`src/common/ddr_sched_macros.svh`:
```
// timing and width constants for the DDR3 refresh and command scheduler
// prescale, counter widths, need threshold and refresh busy time

`ifndef DDR_SCHED_MACROS_SVH
`define DDR_SCHED_MACROS_SVH

// ---------------------------------------------------------------------------
// refresh request side
// ---------------------------------------------------------------------------
`define DDR_REFRESH_PRESCALE 16  // clocks per refresh period tick
`define DDR_PENDING_W        5   // postponed refresh counter, up to 31
`define DDR_NEED_LEVEL       8   // pending count that makes refresh urgent

// ---------------------------------------------------------------------------
// command slot side
// ---------------------------------------------------------------------------
`define DDR_T_RFC            12  // slot busy clocks after a refresh command
`define DDR_USER_LEN_W       4   // user sequence length field

`endif

```
`src/common/ddr_cmd_pkg.sv`:
```
// command slot types
// issued command codes and arbiter FSM states

`default_nettype none

package ddr_cmd_pkg;

    // code that goes out with cmd_valid
    typedef enum logic [1:0] {
        CMD_NONE    = 2'd0,  // no command this cycle
        CMD_REFRESH = 2'd1,  // auto refresh
        CMD_USER    = 2'd2   // user sequence start
    } cmd_code_t;

    // command slot FSM
    typedef enum logic {
        ARB_IDLE = 1'b0,     // slot free, sampling requests
        ARB_BUSY = 1'b1      // counting down the current command
    } arb_state_t;

endpackage

`default_nettype wire

```
`src/common/ddr_refresh_pkg.sv`:
```
// refresh scheduling types
// period, postponed-count and user length types

`default_nettype none

`include "ddr_sched_macros.svh"

package ddr_refresh_pkg;

    // period in prescale ticks, 0 turns refresh off
    typedef logic [7:0] refresh_period_t;

    // postponed refreshes waiting for the slot
    typedef logic [`DDR_PENDING_W-1:0] pending_cnt_t;

    // user sequence length, slot busy for len + 1 clocks
    typedef logic [`DDR_USER_LEN_W-1:0] user_len_t;

endpackage

`default_nettype wire

```
`src/rtl/ddr_refresh.sv`:
```
// refresh request generator
// period timer in prescale ticks, postponed refresh counter,
// registered want (soft) and need (urgent) levels

`timescale 1ns/10ps
`default_nettype none

`include "ddr_sched_macros.svh"

module ddr_refresh
    import ddr_refresh_pkg::*;
(
    input  logic            rst,
    input  logic            clk,
    input  logic            en,              // live enable that gates want/need
    input  refresh_period_t refresh_period,  // 16-clock ticks where 0 is off
    input  logic            set,             // clears counters and latches enable
    input  logic            grant,           // one-cycle pulse from arbiter
    output logic            want,            // at least one refresh pending
    output logic            need             // backlog reached urgent level
);

    localparam int PRE_W = $clog2(`DDR_REFRESH_PRESCALE);
    localparam logic [PRE_W-1:0] PRE_LAST = PRE_W'(`DDR_REFRESH_PRESCALE - 1);
    localparam pending_cnt_t PENDING_MAX = '1;
    localparam pending_cnt_t NEED_LEVEL = pending_cnt_t'(`DDR_NEED_LEVEL);

    logic [PRE_W-1:0] pre_div;      // prescaler
    logic             cry;          // one tick every prescale period
    refresh_period_t  period_cnt;   // down counter in ticks
    logic             over;         // period underflow
    logic             refresh_due;  // registered underflow
    pending_cnt_t     pending_q;    // postponed refreshes
    logic             en_refresh;   // latched at set
    logic             en_r;         // en delayed one clock

    assign over = cry && (period_cnt == '0);

    always_ff @(posedge clk or posedge rst) begin
        if (rst) begin
            en_r       <= 1'b0;
            en_refresh <= 1'b0;
        end else begin
            en_r <= en;
            if (set)
                en_refresh <= (refresh_period != '0);  // period 0 keeps refresh off
        end
    end

    // -----------------------------------------------------------------------
    // interval timer
    // -----------------------------------------------------------------------
    always_ff @(posedge clk or posedge rst) begin
        if (rst) begin
            pre_div     <= '0;
            cry         <= 1'b0;
            period_cnt  <= '0;
            refresh_due <= 1'b0;
        end else begin
            if (set || !en_refresh)
                pre_div <= '0;                        // held while disabled
            else
                pre_div <= pre_div + 1'b1;
            cry <= !set && (pre_div == PRE_LAST);
            if (set)
                period_cnt <= '0;
            else if (over)
                period_cnt <= refresh_period;         // reload for period + 1 ticks
            else if (cry)
                period_cnt <= period_cnt - 1'b1;
            refresh_due <= over && !set;              // a due in the set cycle is dropped
        end
    end

    // -----------------------------------------------------------------------
    // backlog and request levels
    // -----------------------------------------------------------------------
    always_ff @(posedge clk or posedge rst) begin
        if (rst) begin
            pending_q <= '0;
            want      <= 1'b0;
            need      <= 1'b0;
        end else begin
            if (set)
                pending_q <= '0;                      // drop backlog so nothing catches up
            else if (refresh_due && !grant && (pending_q != PENDING_MAX))
                pending_q <= pending_q + 1'b1;        // saturates at 31
            else if (!refresh_due && grant && (pending_q != '0))
                pending_q <= pending_q - 1'b1;
            want <= en_refresh && en_r && (pending_q != '0);
            need <= en_refresh && en_r && (pending_q >= NEED_LEVEL);
        end
    end

    // backlog saturates instead of rolling over to zero
    a_pending_no_wrap: assert property (@(posedge clk) disable iff (rst)
        (pending_q == PENDING_MAX && !set) |=> (pending_q != '0));

    // arbiter only grants a request it saw
    a_grant_after_want: assert property (@(posedge clk) disable iff (rst)
        grant |-> $past(want));

endmodule

`default_nettype wire

```
`src/rtl/ddr_cmd_arbiter.sv`:
```
// command slot arbiter
// fixed priority need > user > want, one-cycle command and grant,
// busy countdown for refresh (tRFC) and user (len + 1) commands

`timescale 1ns/10ps
`default_nettype none

`include "ddr_sched_macros.svh"

module ddr_cmd_arbiter
    import ddr_refresh_pkg::*;
    import ddr_cmd_pkg::*;
(
    input  logic      rst,
    input  logic      clk,
    input  logic      want,           // soft refresh request
    input  logic      need,           // urgent refresh request
    input  logic      user_rq,        // held until user_grant
    input  user_len_t user_len,       // stable while user_rq is high
    output logic      refresh_grant,  // one-cycle pulse to refresh block
    output logic      user_grant,     // one-cycle pulse to user side
    output logic      cmd_valid,      // command issued this cycle
    output cmd_code_t cmd_code        // CMD_NONE outside cmd_valid
);

    localparam int BUSY_W = `DDR_USER_LEN_W;

    typedef logic [BUSY_W-1:0] busy_cnt_t;

    // counter holds busy clocks minus one
    localparam busy_cnt_t REFRESH_BUSY_M1 = busy_cnt_t'(`DDR_T_RFC - 1);
    localparam busy_cnt_t MIN_BUSY_M1     = busy_cnt_t'(1);  // two clocks minimum

    arb_state_t state;
    busy_cnt_t  busy_cnt;
    busy_cnt_t  user_busy_m1;
    logic       pick_refresh;
    logic       pick_user;

    // -----------------------------------------------------------------------
    // winner selection, only used in idle
    // -----------------------------------------------------------------------
    always_comb begin
        pick_refresh = need || (want && !user_rq);   // urgent beats user, user beats soft
        pick_user    = user_rq && !need;
        // len + 1 busy clocks, but never under two so want can settle
        if (user_len == '0)
            user_busy_m1 = MIN_BUSY_M1;
        else
            user_busy_m1 = busy_cnt_t'(user_len);
    end

    // -----------------------------------------------------------------------
    // slot FSM
    // -----------------------------------------------------------------------
    always_ff @(posedge clk or posedge rst) begin
        if (rst) begin
            state         <= ARB_IDLE;
            busy_cnt      <= '0;
            cmd_valid     <= 1'b0;
            cmd_code      <= CMD_NONE;
            refresh_grant <= 1'b0;
            user_grant    <= 1'b0;
        end else begin
            cmd_valid     <= 1'b0;       // pulses by default
            cmd_code      <= CMD_NONE;
            refresh_grant <= 1'b0;
            user_grant    <= 1'b0;
            case (state)
                ARB_IDLE: begin
                    if (pick_refresh) begin
                        state         <= ARB_BUSY;
                        busy_cnt      <= REFRESH_BUSY_M1;
                        cmd_valid     <= 1'b1;
                        cmd_code      <= CMD_REFRESH;
                        refresh_grant <= 1'b1;
                    end else if (pick_user) begin
                        state      <= ARB_BUSY;
                        busy_cnt   <= user_busy_m1;
                        cmd_valid  <= 1'b1;
                        cmd_code   <= CMD_USER;
                        user_grant <= 1'b1;
                    end
                end
                ARB_BUSY: begin
                    if (busy_cnt == '0)
                        state <= ARB_IDLE;          // free next clock
                    else
                        busy_cnt <= busy_cnt - 1'b1;
                end
                default: state <= ARB_IDLE;
            endcase
        end
    end

    a_one_grant: assert property (@(posedge clk) disable iff (rst)
        !(refresh_grant && user_grant));

    // a command leaves only from a free slot
    a_cmd_from_idle: assert property (@(posedge clk) disable iff (rst)
        cmd_valid |-> $past(state == ARB_IDLE));

    a_grant_with_cmd: assert property (@(posedge clk) disable iff (rst)
        (refresh_grant || user_grant) |-> cmd_valid);

endmodule

`default_nettype wire

```
`src/rtl/ddr_sched_top.sv`:
```
// scheduler top level
// refresh request block feeding the command slot arbiter,
// want/need brought out as status

`timescale 1ns/10ps
`default_nettype none

module ddr_sched_top
    import ddr_refresh_pkg::*;
    import ddr_cmd_pkg::*;
(
    input  logic            rst,
    input  logic            clk,
    input  logic            refresh_en,      // live refresh enable
    input  refresh_period_t refresh_period,  // 16-clock ticks, 0 = off
    input  logic            refresh_set,     // clear backlog, latch period
    input  logic            user_rq,         // user sequence request level
    input  user_len_t       user_len,        // user sequence length
    output logic            user_grant,      // one-cycle accept pulse
    output logic            cmd_valid,       // command issued
    output cmd_code_t       cmd_code,        // which command
    output logic            refresh_want,    // status, refresh pending
    output logic            refresh_need     // status, refresh urgent
);

    logic refresh_grant;  // arbiter back to refresh block

    ddr_refresh u_refresh (
        .rst            (rst),
        .clk            (clk),
        .en             (refresh_en),
        .refresh_period (refresh_period),
        .set            (refresh_set),
        .grant          (refresh_grant),
        .want           (refresh_want),
        .need           (refresh_need)
    );

    ddr_cmd_arbiter u_arbiter (
        .rst           (rst),
        .clk           (clk),
        .want          (refresh_want),
        .need          (refresh_need),
        .user_rq       (user_rq),
        .user_len      (user_len),
        .refresh_grant (refresh_grant),
        .user_grant    (user_grant),
        .cmd_valid     (cmd_valid),
        .cmd_code      (cmd_code)
    );

endmodule

`default_nettype wire

```
`config.mk`:
```
export PLATFORM = sky130hd
export DESIGN_NAME = ddr_sched_top
export DESIGN_NICKNAME = d
export VERILOG_FILES = /design/src/common/ddr_cmd_pkg.sv /design/src/common/ddr_refresh_pkg.sv /design/src/rtl/ddr_refresh.sv /design/src/rtl/ddr_cmd_arbiter.sv /design/src/rtl/ddr_sched_top.sv
export VERILOG_INCLUDE_DIRS = /design/src /design/src/common
export SDC_FILE = /design/constraint.sdc
export NUM_CORES = 1
export LEC_CHECK = 0
export BUFFER_PORTS_ARGS = -buffer_cell sky130_fd_sc_hd__buf_2
export CORE_MARGIN = 2
export CORE_UTILIZATION = 25
export DETAILED_ROUTE_END_ITERATION = 8
export PLACE_DENSITY_LB_ADDON = 0.12
export SETUP_SLACK_MARGIN = 0.05
export SYNTH_ARGS = -nofsm -noshare
export SYNTH_HDL_FRONTEND = slang
export SYNTH_SLANG_ARGS = --single-unit
export TNS_END_PERCENT = 10
```
`constraint.sdc`:
```
create_clock -name clk -period 3 [get_ports clk]
set_clock_uncertainty 0.2 [all_clocks]
set_input_delay 0.15 -clock clk [delete_from_list [all_inputs] [get_ports clk]]
set_output_delay 0.15 -clock clk [all_outputs]
set_load 0.05 [all_outputs]
```
==> results of run 1 <==
==> cell usage after synthesis, types with 2 or more instances <==
cell                       number
sky130_fd_sc_hd__nor3_1         7
sky130_fd_sc_hd__nand4_1        2
sky130_fd_sc_hd__a22o_1         2
sky130_fd_sc_hd__buf_4          4
sky130_fd_sc_hd__a21boi_0       2
sky130_fd_sc_hd__nand2b_1       9
sky130_fd_sc_hd__nor2_1        16
sky130_fd_sc_hd__dfrtp_1       31
sky130_fd_sc_hd__inv_1         11
sky130_fd_sc_hd__nor4_1         4
sky130_fd_sc_hd__xnor2_1        2
sky130_fd_sc_hd__ha_1           9
sky130_fd_sc_hd__nand3b_1       2
sky130_fd_sc_hd__a311oi_1       2
sky130_fd_sc_hd__nor2b_1        7
sky130_fd_sc_hd__nand3_1        3
sky130_fd_sc_hd__a31oi_1        3
sky130_fd_sc_hd__nand2_1        8
sky130_fd_sc_hd__o21ai_0        4
sky130_fd_sc_hd__mux2i_1        9
sky130_fd_sc_hd__xor2_1         2
sky130_fd_sc_hd__nor3b_1        5
sky130_fd_sc_hd__a21oi_1        8
==> sequential cells by signal, summed over array words and instances, names as in the netlist <==
register               count
u_refresh.period_cnt       8
u_refresh.pending_q        5
u_arbiter.busy_cnt         4
u_refresh.pre_div          4
u_arbiter.cmd_code         2
u_arbiter.cmd_valid        1
u_arbiter.state            1
u_refresh.cry              1
u_refresh.en_r             1
u_refresh.en_refresh       1
u_refresh.need             1
u_refresh.refresh_due      1
u_refresh.want             1
==> routing by layer <==
| layer | up-vias | global-route usage [%] | part of all wire, % |
|---|---|---|---|
| met3 | 4 | 3.509 | 4.5 |
| li1 | 701 | - | - |
| met5 | - | 0 | 0 |
| met2 | 29 | 17.51 | 47 |
| met1 | 691 | 14.03 | 48 |
| met4 | 0 | 3.256 | 0.60 |
==> stage by stage <==
step | hold WS [ns] | utilization (%) | instances | cell area, µm²
global placement | 0.07036 | 28.28 | 295 | 2018
CTS | 0.009575 | 30.77 | 309 | 2196
global route | 0.05118 | 30.77 | 309 | 2196
floorplan | -0.01857 | - | 178 | 1815
detailed placement | 0.07181 | 28.28 | 295 | 2018
finish | 0.01759 | 30.77 | 309 | 2196
==> layout make-up <==
type / instances / area (µm²) / area share (%)
inverter: 11 / 41.29 / 1.880
multi-input combinational: 130 / 952.2 / 43.36
clock buffer: 6 / 82.58 / 3.761
sequential: 31 / 775.7 / 35.33
timing repair buffer: 30 / 185.2 / 8.433
tap: 99 / 123.9 / 5.641
clock inverter: 2 / 35.03 / 1.595
==> tightest hold or removal path, cell delays in order <==
cell and delay (ns):
sky130_fd_sc_hd__buf_2 0.11, sky130_fd_sc_hd__nor2_1 0.10, sky130_fd_sc_hd__o32ai_1 0.09
==> final timing paths <==
path / endpoint / slack, ns / depth (start not counted) / startpoint
hold / removal: u_refresh.period_cnt[1] / 0.02 / 3 / refresh_period[1]
max in group asynchronous: u_refresh.pending_q[2] / 2.01 / 4 / rst
setup / recovery: u_refresh.pending_q[4] / 0.65 / 8 / u_refresh.pending_q[1]
min in group asynchronous: u_refresh.pre_div[0] / 0.29 / 4 / rst
hold reg to reg: u_refresh.pre_div[0] / 0.28 / 1 / u_refresh.pre_div[0]
setup reg to reg: u_refresh.pending_q[4] / 0.65 / 8 / u_refresh.pending_q[1]
==> power by group through the flow <==
stage | clock (W) | combinational [W] | sequential, W
floorplan | 0 | 0.000222 | 0.000523
global placement | 0 | 0.000287 | 0.000524
detailed placement | 0 | 0.000281 | 0.000523
CTS | 0.000447 | 0.000288 | 0.000514
global route | 0.000465 | 0.000325 | 0.000522
finish | 0.000432 | 0.000282 | 0.000514
==> kinds of logic (layout without fill, tap and decap cells) <==
group,count (synthesis),after routing,share of synthesized area (%)
compound gates,35,35,13.92
xor+xnor,4,4,1.930
buf+inv,17,49,4.824
fa+ha+maj,10,10,7.305
flops,31,31,42.73
mux,10,10,5.583
simple gates,71,71,23.71
==> impl_results.html, run 1 <==
<table>
<tr><th>Metric</th><th>Value</th></tr>
<tr><th colspan="2">Routing</th></tr>
<tr><td>Wire length per cell after detailed routing</td><td>12.50 µm</td></tr>
<tr><td>Routed via count divided by cell count</td><td>4.612</td></tr>
<tr><td>Wire length after detailed routing</td><td>3.861 mm</td></tr>
<tr><td>First-pass detailed-route iteration total</td><td>4</td></tr>
<tr><td>Number of vias in the routed layout</td><td>1425</td></tr>
<tr><td>DR DRC count</td><td>0</td></tr>
<tr><td>Number of DRC markers after the initial detailed-route iteration</td><td>39</td></tr>
<tr><td>Final antenna-violating net count</td><td>0</td></tr>
<tr><th colspan="2">Die</th></tr>
<tr><td>Chip Width</td><td>89.22 µm</td></tr>
<tr><td>Number of rows in the core area</td><td>31</td></tr>
<tr><td>Initial Util</td><td>25.44%</td></tr>
<tr><td>Core Footprint</td><td>0.007137 mm²</td></tr>
<tr><td>Die footprint</td><td>0.007959 mm²</td></tr>
<tr><td>Die Y-Extent</td><td>89.22 µm</td></tr>
<tr><td>I/O pin total</td><td>23</td></tr>
<tr><th colspan="2">Power and ir drop</th></tr>
<tr><td>Overall power</td><td>0.001228 W</td></tr>
<tr><td>Max rail drop VDD</td><td>0.1734 mV</td></tr>
<tr><td>Static leakage</td><td>0.9468 nW</td></tr>
<tr><td>Cell area power density</td><td>559.1 mW/mm²</td></tr>
<tr><td>Combinational Power Share</td><td>22.9%</td></tr>
<tr><td>Clock power frac</td><td>35.2%</td></tr>
<tr><td>NetSw</td><td>0.0003623 W</td></tr>
<tr><td>Internal</td><td>0.0008655 W</td></tr>
<tr><td>Net switching fraction of the power</td><td>29.51%</td></tr>
<tr><td>Power share of the sequential group</td><td>41.8%</td></tr>
<tr><th colspan="2">STA</th></tr>
<tr><td>Final period demand of the worst path</td><td>2.350 ns</td></tr>
<tr><td>Count of final hold-check violations</td><td>0</td></tr>
<tr><td>Final period util</td><td>78.34%</td></tr>
<tr><td>Final setup TNS</td><td>0 ns</td></tr>
<tr><td>Transition time at the pin with the least slew margin</td><td>0.5591 ns</td></tr>
<tr><td>Pins Over Slew Limit</td><td>0</td></tr>
<tr><td>Worst max-slew margin expressed relative to the limit</td><td>62.42%</td></tr>
<tr><td>Post-route worst setup slack</td><td>0.6498 ns</td></tr>
<tr><td>Number of setup violations in the final report</td><td>0</td></tr>
<tr><td>Maximum clock frequency</td><td>0.4255 GHz</td></tr>
<tr><td>Unrepaired setup endpoints after global routing</td><td>no</td></tr>
<tr><th colspan="2">Global route</th></tr>
<tr><td>Vias in the first global route</td><td>1398</td></tr>
<tr><td>Congestion Overflow GR</td><td>0</td></tr>
<tr><td>Global-route wire length before repair</td><td>6.658 mm</td></tr>
<tr><td>Initial antenna violation count</td><td>0</td></tr>
<tr><td>Total routing resource utilization after global routing</td><td>10.90%</td></tr>
<tr><td>Maximum number of pins on one net before global-route repair</td><td>32</td></tr>
<tr><th colspan="2">Placement</th></tr>
<tr><td>Detail Placement HPWL</td><td>2.791 mm</td></tr>
<tr><td>Port buffer count</td><td>22</td></tr>
<tr><td>Final weighted congestion of routability-driven global placement</td><td>0.8089</td></tr>
<tr><td>Worst slack after detailed placement</td><td>0.6274 ns</td></tr>
<tr><th colspan="2">Synthesis</th></tr>
<tr><td>Warnings, synthesis</td><td>0</td></tr>
<tr><td>Count of distinct cell types in the synthesized netlist</td><td>49</td></tr>
<tr><td>Count of flip-flops with a built-in enable after synthesis</td><td>0</td></tr>
<tr><td>Synth area leaders</td><td>sky130_fd_sc_hd__dfrtp_1 (43%), sky130_fd_sc_hd__ha_1 (6.2%), sky130_fd_sc_hd__mux2i_1 (5.0%)</td></tr>
<tr><td>Share of flip-flops with an asynchronous set or reset</td><td>100.0%</td></tr>
<tr><td>Share of the synthesized area in the top cell type</td><td>42.73%</td></tr>
<tr><td>Main synth FF type</td><td>sky130_fd_sc_hd__dfrtp_1</td></tr>
<tr><td>Sequential cell area fraction in the yosys report</td><td>42.73%</td></tr>
<tr><td>Post-synthesis cell area</td><td>0.001815 mm²</td></tr>
<tr><td>Post-synthesis sequential element count</td><td>31</td></tr>
<tr><td>Gate count of the mapped netlist</td><td>178</td></tr>
<tr><td>Per-instance average area after synthesis</td><td>10.20 µm²</td></tr>
<tr><td>Nets in the synthesized netlist</td><td>205</td></tr>
<tr><td>Post-synth top area cell</td><td>sky130_fd_sc_hd__dfrtp_1</td></tr>
<tr><th colspan="2">Clock tree</th></tr>
<tr><td>Num CTS Buffers</td><td>5</td></tr>
<tr><td>Root buf cell</td><td>sky130_fd_sc_hd__clkbuf_8</td></tr>
<tr><td>Worst-skew pair later-pin latency</td><td>0.28 ns</td></tr>
<tr><td>Buffers inserted during post-CTS setup optimization</td><td>0</td></tr>
<tr><td>Resize count post-CTS</td><td>0</td></tr>
<tr><td>Clock tree from TritonCTS</td><td>yes</td></tr>
<tr><td>Clock sink count</td><td>31</td></tr>
<tr><td>Number of levels the H-tree was split into</td><td>2</td></tr>
<tr><td>Number of buffers inserted by hold repair at cts</td><td>6</td></tr>
<tr><td>Clock tree buffer depth</td><td>2</td></tr>
<tr><td>Clock-pin slew of the registers on the worst-case setup and hold paths</td><td>0.07 ns</td></tr>
<tr><th colspan="2">Critical path</th></tr>
<tr><td>CP max stage cell</td><td>sky130_fd_sc_hd__dfrtp_1</td></tr>
<tr><td>Buffer and inverter count on the worst path</td><td>1</td></tr>
<tr><td>Signal arrival time at the worst endpoint</td><td>2.28 ns</td></tr>
<tr><td>Worst setup path class</td><td>flop to flop</td></tr>
<tr><td>Worst path top cell family by delay</td><td>compound AO/OA/AOI/OAI gates</td></tr>
<tr><td>Kind of start point of the critical path</td><td>flop</td></tr>
<tr><td>Series of cell instances along the critical path</td><td>nand4_1 &gt; o21a_1 &gt; inv_1 &gt; ha_1 &gt; a21oi_1 &gt; a21boi_0 &gt; mux2i_1 &gt; o311ai_0</td></tr>
<tr><td>WP data required</td><td>2.93 ns</td></tr>
<tr><td>Nature of the critical path endpoint</td><td>flop</td></tr>
<tr><td>Delay of the slowest cell on the worst path</td><td>0.44 ns</td></tr>
<tr><td>Crit-path max FO</td><td>7</td></tr>
<tr><th colspan="2">Layout</th></tr>
<tr><td>Area Growth Syn to Fin</td><td>20.95%</td></tr>
<tr><td>Share of final-layout standard cells stronger than drive strength 1</td><td>19.05%</td></tr>
<tr><td>Leading cell types in the layout, fill and taps excluded</td><td>sky130_fd_sc_hd__dfrtp_1 (31), sky130_fd_sc_hd__buf_2 (22), sky130_fd_sc_hd__nor2_1 (16)</td></tr>
<tr><td>Diode insertion count for antenna repair</td><td>0</td></tr>
<tr><td># nets final</td><td>236</td></tr>
<tr><td>Number of filler cells placed in the layout</td><td>779</td></tr>
<tr><td>Most common cell after layout, fill and taps aside</td><td>sky130_fd_sc_hd__dfrtp_1</td></tr>
<tr><th colspan="2">Outcome</th></tr>
<tr><td>Status</td><td>finished clean</td></tr>
<tr><th colspan="2">Job</th></tr>
<tr><td>Max Cap Viol</td><td>0</td></tr>
<tr><th colspan="2">Worst hold path</th></tr>
<tr><td>Hold Crit Class</td><td>primary input to flop</td></tr>
</table>
No activity file was read; power rests on OpenSTA's default activity.
==> run 2, diff against run 1 <==
- clock period: 3 -> 2.09 ns (I/O delays scaled with it)
==> impl_results.html, run 2 (synthesis results as in run 1) <==
<table>
<tr><th>Metric</th><th>Value</th></tr>
<tr><th colspan="2">Outcome</th></tr>
<tr><td>Status</td><td>finished clean</td></tr>
<tr><th colspan="2">Global route</th></tr>
<tr><td>Initial antenna violation count</td><td>0</td></tr>
<tr><td>Global-route wire length before repair</td><td>6.941 mm</td></tr>
<tr><td>Vias in the first global route</td><td>1481</td></tr>
<tr><td>Total routing resource utilization after global routing</td><td>11.58%</td></tr>
<tr><td>Congestion Overflow GR</td><td>0</td></tr>
<tr><td>Maximum number of pins on one net before global-route repair</td><td>32</td></tr>
<tr><th colspan="2">Layout</th></tr>
<tr><td>Leading cell types in the layout, fill and taps excluded</td><td>sky130_fd_sc_hd__dfrtp_1 (30), sky130_fd_sc_hd__buf_2 (22), sky130_fd_sc_hd__nor2_1 (16)</td></tr>
<tr><td>Area Growth Syn to Fin</td><td>32.18%</td></tr>
<tr><td>Flip-flop count of the largest register after layout</td><td>8</td></tr>
<tr><td>Diode insertion count for antenna repair</td><td>0</td></tr>
<tr><td># nets final</td><td>255</td></tr>
<tr><td>Largest registers</td><td>u_refresh.period_cnt x8, u_refresh.pending_q x5</td></tr>
<tr><td>Share of final-layout standard cells stronger than drive strength 1</td><td>27.19%</td></tr>
<tr><td>Register ranked first by flip-flop count</td><td>u_refresh.period_cnt</td></tr>
<tr><td>Number of filler cells placed in the layout</td><td>753</td></tr>
<tr><td>Post-layout instance area</td><td>0.002400 mm²</td></tr>
<tr><td>Most common cell after layout, fill and taps aside</td><td>sky130_fd_sc_hd__dfrtp_1</td></tr>
<tr><th colspan="2">Critical path</th></tr>
<tr><td>Crit-path max FO</td><td>5</td></tr>
<tr><td>Flop-to-flop setup slack</td><td>0.18 ns</td></tr>
<tr><td>Nature of the critical path endpoint</td><td>flop</td></tr>
<tr><td>Delay of the slowest cell on the worst path</td><td>0.38 ns</td></tr>
<tr><td>Number of cell instances on the worst register-to-register path</td><td>8</td></tr>
<tr><td>Worst path top cell family by delay</td><td>compound AO/OA/AOI/OAI gates</td></tr>
<tr><td>Worst setup path class</td><td>flop to flop</td></tr>
<tr><td>Buffer and inverter count on the worst path</td><td>1</td></tr>
<tr><td>WP data required</td><td>2.11 ns</td></tr>
<tr><td>Destination of the worst register-to-register timing path</td><td>u_refresh.pending_q[3]</td></tr>
<tr><td>CP max stage cell</td><td>sky130_fd_sc_hd__dfrtp_1</td></tr>
<tr><td>Kind of start point of the critical path</td><td>flop</td></tr>
<tr><td>Signal arrival time at the worst endpoint</td><td>1.93 ns</td></tr>
<tr><td>Launch point of the worst reg-to-reg path</td><td>u_refresh.pending_q[0]</td></tr>
<tr><td>Series of cell instances along the critical path</td><td>nand4_1 &gt; o21a_1 &gt; inv_4 &gt; ha_1 &gt; nand3_1 &gt; a21boi_0 &gt; a211o_1 &gt; mux2i_1</td></tr>
<tr><th colspan="2">STA</th></tr>
<tr><td>Number of setup violations in the final report</td><td>0</td></tr>
<tr><td>Unrepaired setup endpoints after global routing</td><td>yes</td></tr>
<tr><td>Worst max-slew margin expressed relative to the limit</td><td>72.46%</td></tr>
<tr><td>Final setup TNS</td><td>0 ns</td></tr>
<tr><td>Final period util</td><td>91.47%</td></tr>
<tr><td>Final period demand of the worst path</td><td>1.912 ns</td></tr>
<tr><td>Maximum clock frequency</td><td>0.5231 GHz</td></tr>
<tr><td>Pins Over Slew Limit</td><td>0</td></tr>
<tr><td>Count of final hold-check violations</td><td>0</td></tr>
<tr><td>Transition time at the pin with the least slew margin</td><td>0.4132 ns</td></tr>
<tr><th colspan="2">Job</th></tr>
<tr><td>Max Cap Viol</td><td>0</td></tr>
<tr><th colspan="2">Routing</th></tr>
<tr><td>Number of DRC markers after the initial detailed-route iteration</td><td>59</td></tr>
<tr><td>Wire length per cell after detailed routing</td><td>12.94 µm</td></tr>
<tr><td>DR DRC count</td><td>0</td></tr>
<tr><td>Routed via count divided by cell count</td><td>4.547</td></tr>
<tr><td>Final antenna-violating net count</td><td>0</td></tr>
<tr><td>Wire length after detailed routing</td><td>4.232 mm</td></tr>
<tr><td>Number of vias in the routed layout</td><td>1487</td></tr>
<tr><td>First-pass detailed-route iteration total</td><td>4</td></tr>
<tr><th colspan="2">Die</th></tr>
<tr><td>Number of rows in the core area</td><td>31</td></tr>
<tr><td>Core Footprint</td><td>0.007137 mm²</td></tr>
<tr><td>Initial Util</td><td>25.44%</td></tr>
<tr><td>Chip Width</td><td>89.22 µm</td></tr>
<tr><td>I/O pin total</td><td>23</td></tr>
<tr><td>Die Y-Extent</td><td>89.22 µm</td></tr>
<tr><td>Die footprint</td><td>0.007959 mm²</td></tr>
<tr><th colspan="2">Clock tree</th></tr>
<tr><td>Clock tree buffer depth</td><td>2</td></tr>
<tr><td>Worst-skew pair later-pin latency</td><td>0.29 ns</td></tr>
<tr><td>Num CTS Buffers</td><td>5</td></tr>
<tr><td>Number of levels the H-tree was split into</td><td>2</td></tr>
<tr><td>Root buf cell</td><td>sky130_fd_sc_hd__clkbuf_8</td></tr>
<tr><td>Clock tree from TritonCTS</td><td>yes</td></tr>
<tr><td>Clock sink count</td><td>31</td></tr>
<tr><td>Clock-pin slew of the registers on the worst-case setup and hold paths</td><td>0.07 ns</td></tr>
<tr><th colspan="2">Placement</th></tr>
<tr><td>Port buffer count</td><td>22</td></tr>
<tr><td>Final weighted congestion of routability-driven global placement</td><td>0.7552</td></tr>
<tr><td>Detail Placement HPWL</td><td>2.936 mm</td></tr>
<tr><td>Placement-stage cell area</td><td>0.002105 mm²</td></tr>
<tr><th colspan="2">Power and ir drop</th></tr>
<tr><td>Cell area power density</td><td>689.4 mW/mm²</td></tr>
<tr><td>Static leakage</td><td>1.036 nW</td></tr>
<tr><td>Max rail drop VDD</td><td>0.1998 mV</td></tr>
<tr><th colspan="2">Worst hold path</th></tr>
<tr><td>Hold Crit Class</td><td>primary input to flop</td></tr>
<tr><td>Start point of the worst hold path</td><td>user_len[3]</td></tr>
<tr><td>Worst Hold Depth</td><td>3</td></tr>
<tr><td>End point of the most critical hold path</td><td>u_arbiter.busy_cnt[3]</td></tr>
</table>
run 2: worst max path at each step:
| stage | slack, ns | to | startpoint | cells after the start |
|---|---|---|---|---|
| detailed placement | 0.08 | u_refresh.pending_q[4] | u_arbiter.cmd_code[0] | 8 |
| finish | 0.18 | u_refresh.pending_q[3] | u_refresh.pending_q[0] | 8 |
| global placement | 0.09 | u_refresh.pending_q[4] | u_arbiter.cmd_code[0] | 8 |
| global route | 0.03 | u_refresh.pending_q[3] | u_refresh.pending_q[0] | 8 |
| CTS | 0.06 | u_refresh.pending_q[4] | u_arbiter.cmd_code[0] | 8 |
| floorplan | 0.06 | u_refresh.pending_q[4] | u_refresh.pending_q[1] | 8 |
run 2: where the power goes:
group | leakage (nW) | total [W] | internal [W] | switching [W]
clock | 0.0470 | 0.000496 | 0.000258 | 0.000238
sequential | 0.408 | 0.000738 | 0.000671 | 0.0000672
combinational | 0.581 | 0.000421 | 0.000194 | 0.000226
run 2: final cells by class:
cell class              instances  area (µm²)  area share (%)
clock inverters                 1       5.005          0.2086
inverters                      11       43.79           1.825
well taps                      99       123.9           5.162
flip-flops and latches         31       777.0           32.38
multi-input cells             130        1022           42.60
repair buffers                 49       345.3           14.39
clock buffers                   6       82.58           3.441
run 2: per-layer routing:
| layer | global-route usage, % | vias to the layer above | share of wire [%] |
|---|---|---|---|
| li1 | - | 740 | - |
| met1 | 15.50 | 701 | 47 |
| met2 | 17.85 | 40 | 47 |
| met3 | 3.139 | 6 | 4.3 |
| met4 | 4.478 | 0 | 0.95 |
| met5 | 0 | - | 0 |
run 2: worst reg2reg max path: stages, from the launching register on:
cell and delay [ns]:
sky130_fd_sc_hd__dfrtp_1 0.38, sky130_fd_sc_hd__nand4_1 0.09, sky130_fd_sc_hd__o21a_1 0.23, sky130_fd_sc_hd__inv_4 0.12, sky130_fd_sc_hd__ha_1 0.24, sky130_fd_sc_hd__nand3_1 0.11
sky130_fd_sc_hd__a21boi_0 0.09, sky130_fd_sc_hd__a211o_1 0.27, sky130_fd_sc_hd__mux2i_1 0.11
run 2: timing repair:
action / in CTS / in global routing
hold buffers: 13 / 0
resized for setup: 0 / 12
buffers inserted: 0 / 1
setup endpoints to repair: 0 / 5
hold endpoints to repair: 43 / 0
run 2: per-stage QoR:
stage,total power (W),std cells,utilization (%),setup slack (ns),hold WS (ns)
floorplan,0.001069,178,-,0.05917,-0.06407
detailed placement,0.001156,306,29.49,0.07730,0.01916
global placement,0.001164,306,29.49,0.09425,0.01760
CTS,0.001679,326,32.54,0.06462,0.0007581
global route,0.001759,327,33.63,0.02873,0.01622
finish,0.001654,327,33.63,0.1782,0.002128
==> run 3, diff against run 2 <==
- CORE_ASPECT_RATIO: unset -> 0.9
==> impl_results.html, run 3 (synthesis results as in run 1) <==
<table>
<tr><th>Metric</th><th>Value</th></tr>
<tr><th colspan="2">Die</th></tr>
<tr><td>Chip Width</td><td>93.83 µm</td></tr>
<tr><td>Die Y-Extent</td><td>84.85 µm</td></tr>
<tr><td>Number of rows in the core area</td><td>29</td></tr>
<tr><td>Die footprint</td><td>0.007961 mm²</td></tr>
<tr><td>Initial Util</td><td>25.79%</td></tr>
<tr><td>I/O pin total</td><td>23</td></tr>
<tr><td>Core Footprint</td><td>0.007039 mm²</td></tr>
<tr><th colspan="2">Layout</th></tr>
<tr><td>Area Growth Syn to Fin</td><td>31.63%</td></tr>
<tr><td>Largest registers</td><td>u_refresh.period_cnt x8, u_refresh.pending_q x5</td></tr>
<tr><td>Leading cell types in the layout, fill and taps excluded</td><td>sky130_fd_sc_hd__dfrtp_1 (31), sky130_fd_sc_hd__buf_2 (22), sky130_fd_sc_hd__nor2_1 (16)</td></tr>
<tr><td>Fin cells</td><td>321</td></tr>
<tr><td>Utilization after layout</td><td>33.95%</td></tr>
<tr><td>Share of final-layout standard cells stronger than drive strength 1</td><td>26.32%</td></tr>
<tr><td>Flip-flop count of the largest register after layout</td><td>8</td></tr>
<tr><td>Register ranked first by flip-flop count</td><td>u_refresh.period_cnt</td></tr>
<tr><td># nets final</td><td>254</td></tr>
<tr><td>Number of filler cells placed in the layout</td><td>729</td></tr>
<tr><td>Diode insertion count for antenna repair</td><td>0</td></tr>
<tr><td>Most common cell after layout, fill and taps aside</td><td>sky130_fd_sc_hd__dfrtp_1</td></tr>
<tr><th colspan="2">Placement</th></tr>
<tr><td>Detail Placement HPWL</td><td>2.980 mm</td></tr>
<tr><td>Final weighted congestion of routability-driven global placement</td><td>0.7114</td></tr>
<tr><td>Placed Cells incl. Taps</td><td>301</td></tr>
<tr><td>Port buffer count</td><td>22</td></tr>
<tr><td>Worst slack after detailed placement</td><td>0.01631 ns</td></tr>
<tr><th colspan="2">STA</th></tr>
<tr><td>Number of setup violations in the final report</td><td>0</td></tr>
<tr><td>Transition time at the pin with the least slew margin</td><td>0.4215 ns</td></tr>
<tr><td>Maximum clock frequency</td><td>0.5053 GHz</td></tr>
<tr><td>Final setup TNS</td><td>0 ns</td></tr>
<tr><td>Post-route worst setup slack</td><td>0.1109 ns</td></tr>
<tr><td>Worst max-slew margin expressed relative to the limit</td><td>71.90%</td></tr>
<tr><td>Pins Over Slew Limit</td><td>0</td></tr>
<tr><td>Count of final hold-check violations</td><td>0</td></tr>
<tr><td>Unrepaired setup endpoints after global routing</td><td>yes</td></tr>
<tr><td>Final period demand of the worst path</td><td>1.979 ns</td></tr>
<tr><td>Final period util</td><td>94.69%</td></tr>
<tr><th colspan="2">Global route</th></tr>
<tr><td>Maximum number of pins on one net before global-route repair</td><td>32</td></tr>
<tr><td>Initial antenna violation count</td><td>0</td></tr>
<tr><td>Total routing resource utilization after global routing</td><td>11.23%</td></tr>
<tr><td>Global-route wire length before repair</td><td>6.989 mm</td></tr>
<tr><td>Congestion Overflow GR</td><td>0</td></tr>
<tr><td>Vias in the first global route</td><td>1439</td></tr>
<tr><th colspan="2">Routing</th></tr>
<tr><td>Number of vias in the routed layout</td><td>1479</td></tr>
<tr><td>First-pass detailed-route iteration total</td><td>4</td></tr>
<tr><td>Wire length after detailed routing</td><td>4.166 mm</td></tr>
<tr><td>Wire length per cell after detailed routing</td><td>12.98 µm</td></tr>
<tr><td>Number of DRC markers after the initial detailed-route iteration</td><td>47</td></tr>
<tr><td>Routed via count divided by cell count</td><td>4.607</td></tr>
<tr><td>DR DRC count</td><td>0</td></tr>
<tr><td>Final antenna-violating net count</td><td>0</td></tr>
<tr><th colspan="2">Critical path</th></tr>
<tr><td>WP data required</td><td>2.08 ns</td></tr>
<tr><td>Crit-path max FO</td><td>5</td></tr>
<tr><td>Delay of the slowest cell on the worst path</td><td>0.35 ns</td></tr>
<tr><td>Worst setup path class</td><td>flop to flop</td></tr>
<tr><td>Kind of start point of the critical path</td><td>flop</td></tr>
<tr><td>Signal arrival time at the worst endpoint</td><td>1.97 ns</td></tr>
<tr><td>Nature of the critical path endpoint</td><td>flop</td></tr>
<tr><td>CP max stage cell</td><td>sky130_fd_sc_hd__dfrtp_1</td></tr>
<tr><td>Launch point of the worst reg-to-reg path</td><td>u_refresh.pending_q[3]</td></tr>
<tr><td>Setup crit start</td><td>u_refresh.pending_q[3]</td></tr>
<tr><td>Worst path top cell family by delay</td><td>compound AO/OA/AOI/OAI gates</td></tr>
<tr><td>Buffer and inverter count on the worst path</td><td>1</td></tr>
<tr><td>Series of cell instances along the critical path</td><td>nand4_1 &gt; o21a_1 &gt; inv_4 &gt; ha_1 &gt; nand3_1 &gt; a21boi_0 &gt; a211o_1 &gt; mux2i_1</td></tr>
<tr><th colspan="2">Clock tree</th></tr>
<tr><td>Clock-pin slew of the registers on the worst-case setup and hold paths</td><td>0.06 ns</td></tr>
<tr><td>Worst-skew pair later-pin latency</td><td>0.28 ns</td></tr>
<tr><td>Num CTS Buffers</td><td>5</td></tr>
<tr><td>Clock tree from TritonCTS</td><td>yes</td></tr>
<tr><td>Clock tree buffer depth</td><td>2</td></tr>
<tr><td>Number of levels the H-tree was split into</td><td>2</td></tr>
<tr><td>Clock sink count</td><td>31</td></tr>
<tr><td>Root buf cell</td><td>sky130_fd_sc_hd__clkbuf_8</td></tr>
<tr><th colspan="2">Power and ir drop</th></tr>
<tr><td>Overall power</td><td>0.001671 W</td></tr>
<tr><td>Max rail drop VDD</td><td>0.2562 mV</td></tr>
<tr><td>Static leakage</td><td>1.039 nW</td></tr>
<tr><td>Cell area power density</td><td>699.1 mW/mm²</td></tr>
<tr><th colspan="2">Job</th></tr>
<tr><td>Max Cap Viol</td><td>0</td></tr>
<tr><th colspan="2">Worst hold path</th></tr>
<tr><td>Hold Crit Class</td><td>primary input to flop</td></tr>
<tr><td>Start point of the worst hold path</td><td>user_len[2]</td></tr>
<tr><th colspan="2">Outcome</th></tr>
<tr><td>Status</td><td>finished clean</td></tr>
</table>
run 3: changes by cell type in the layout (fill, tap and decap cells not counted):
| cell | change |
|---|---|
| sky130_fd_sc_hd__clkinv_2 | -1 |
| sky130_fd_sc_hd__clkbuf_8 | +1 |
| sky130_fd_sc_hd__dlygate4sd3_1 | -1 |
| sky130_fd_sc_hd__dfrtp_2 | -1 |
| sky130_fd_sc_hd__clkbuf_1 | +1 |
| sky130_fd_sc_hd__a21oi_2 | -1 |
| sky130_fd_sc_hd__dfrtp_1 | +1 |
| sky130_fd_sc_hd__a21oi_1 | +1 |
run 3: area by class of cell:
cell class / instances / area (µm²) / area share [%]
clock buffer: 8 / 100.1 / 4.188
timing repair buffer: 48 / 335.3 / 14.03
tap: 93 / 116.4 / 4.869
inverter: 11 / 43.79 / 1.832
multi-input combinational: 130 / 1018 / 42.62
sequential: 31 / 775.7 / 32.46
run 3: worst paths after layout:
kind                                           end  slack, ns  depth (start not counted)
setup / recovery            u_refresh.pending_q[3]       0.11                          8
hold / removal               u_arbiter.busy_cnt[2]       0.02                          3
setup reg to reg            u_refresh.pending_q[3]       0.11                          8
hold reg to reg               u_refresh.pre_div[0]       0.27                          1
max in group asynchronous    u_arbiter.busy_cnt[1]       1.13                          4
min in group asynchronous  u_refresh.period_cnt[2]       0.26                          4
run 3: tightest hold or removal path: cells and delay by family:
| family | cells | cell delay [ns] |
|---|---|---|
| AO/OA/AOI/OAI | 2 | 0.26 |
| buffers and inverters | 1 | 0.09 |
run 3: timing repair:
item / in CTS / in global routing
endpoints found under the setup margin: 1 / 7
resized for setup: 2 / 8
hold buffers: 12 / 0
setup buffers: 0 / 0
endpoints found under the hold margin: 42 / 0
pin swaps: 1 / 2
run 3: report_power, final:
part           switching, W  internal (W)  total [W]
Clock              0.000216      0.000300   0.000516
Combinational      0.000225      0.000194   0.000419
Sequential        0.0000645      0.000671   0.000735
Total              0.000505       0.00117    0.00167
run 3: per-stage QoR:
stage / area [µm²] / hold WS, ns
final: 2390 / 0.02097
after global routing: 2390 / 0.01146
after CTS: 2342 / 0.004778
after detailed placement: 2105 / 0.02337
after global placement: 2105 / 0.02191
after floorplan: 1819 / -0.06407
run 3: layer usage:
layer | vias up | GRT usage (%) | wire length (µm)
met1 | 715 | 15.20 | 2103
met3 | 2 | 3.375 | 163
met4 | 0 | 3.162 | 23
li1 | 740 | - | -
met2 | 22 | 17.47 | 1876
met5 | - | 0 | 0
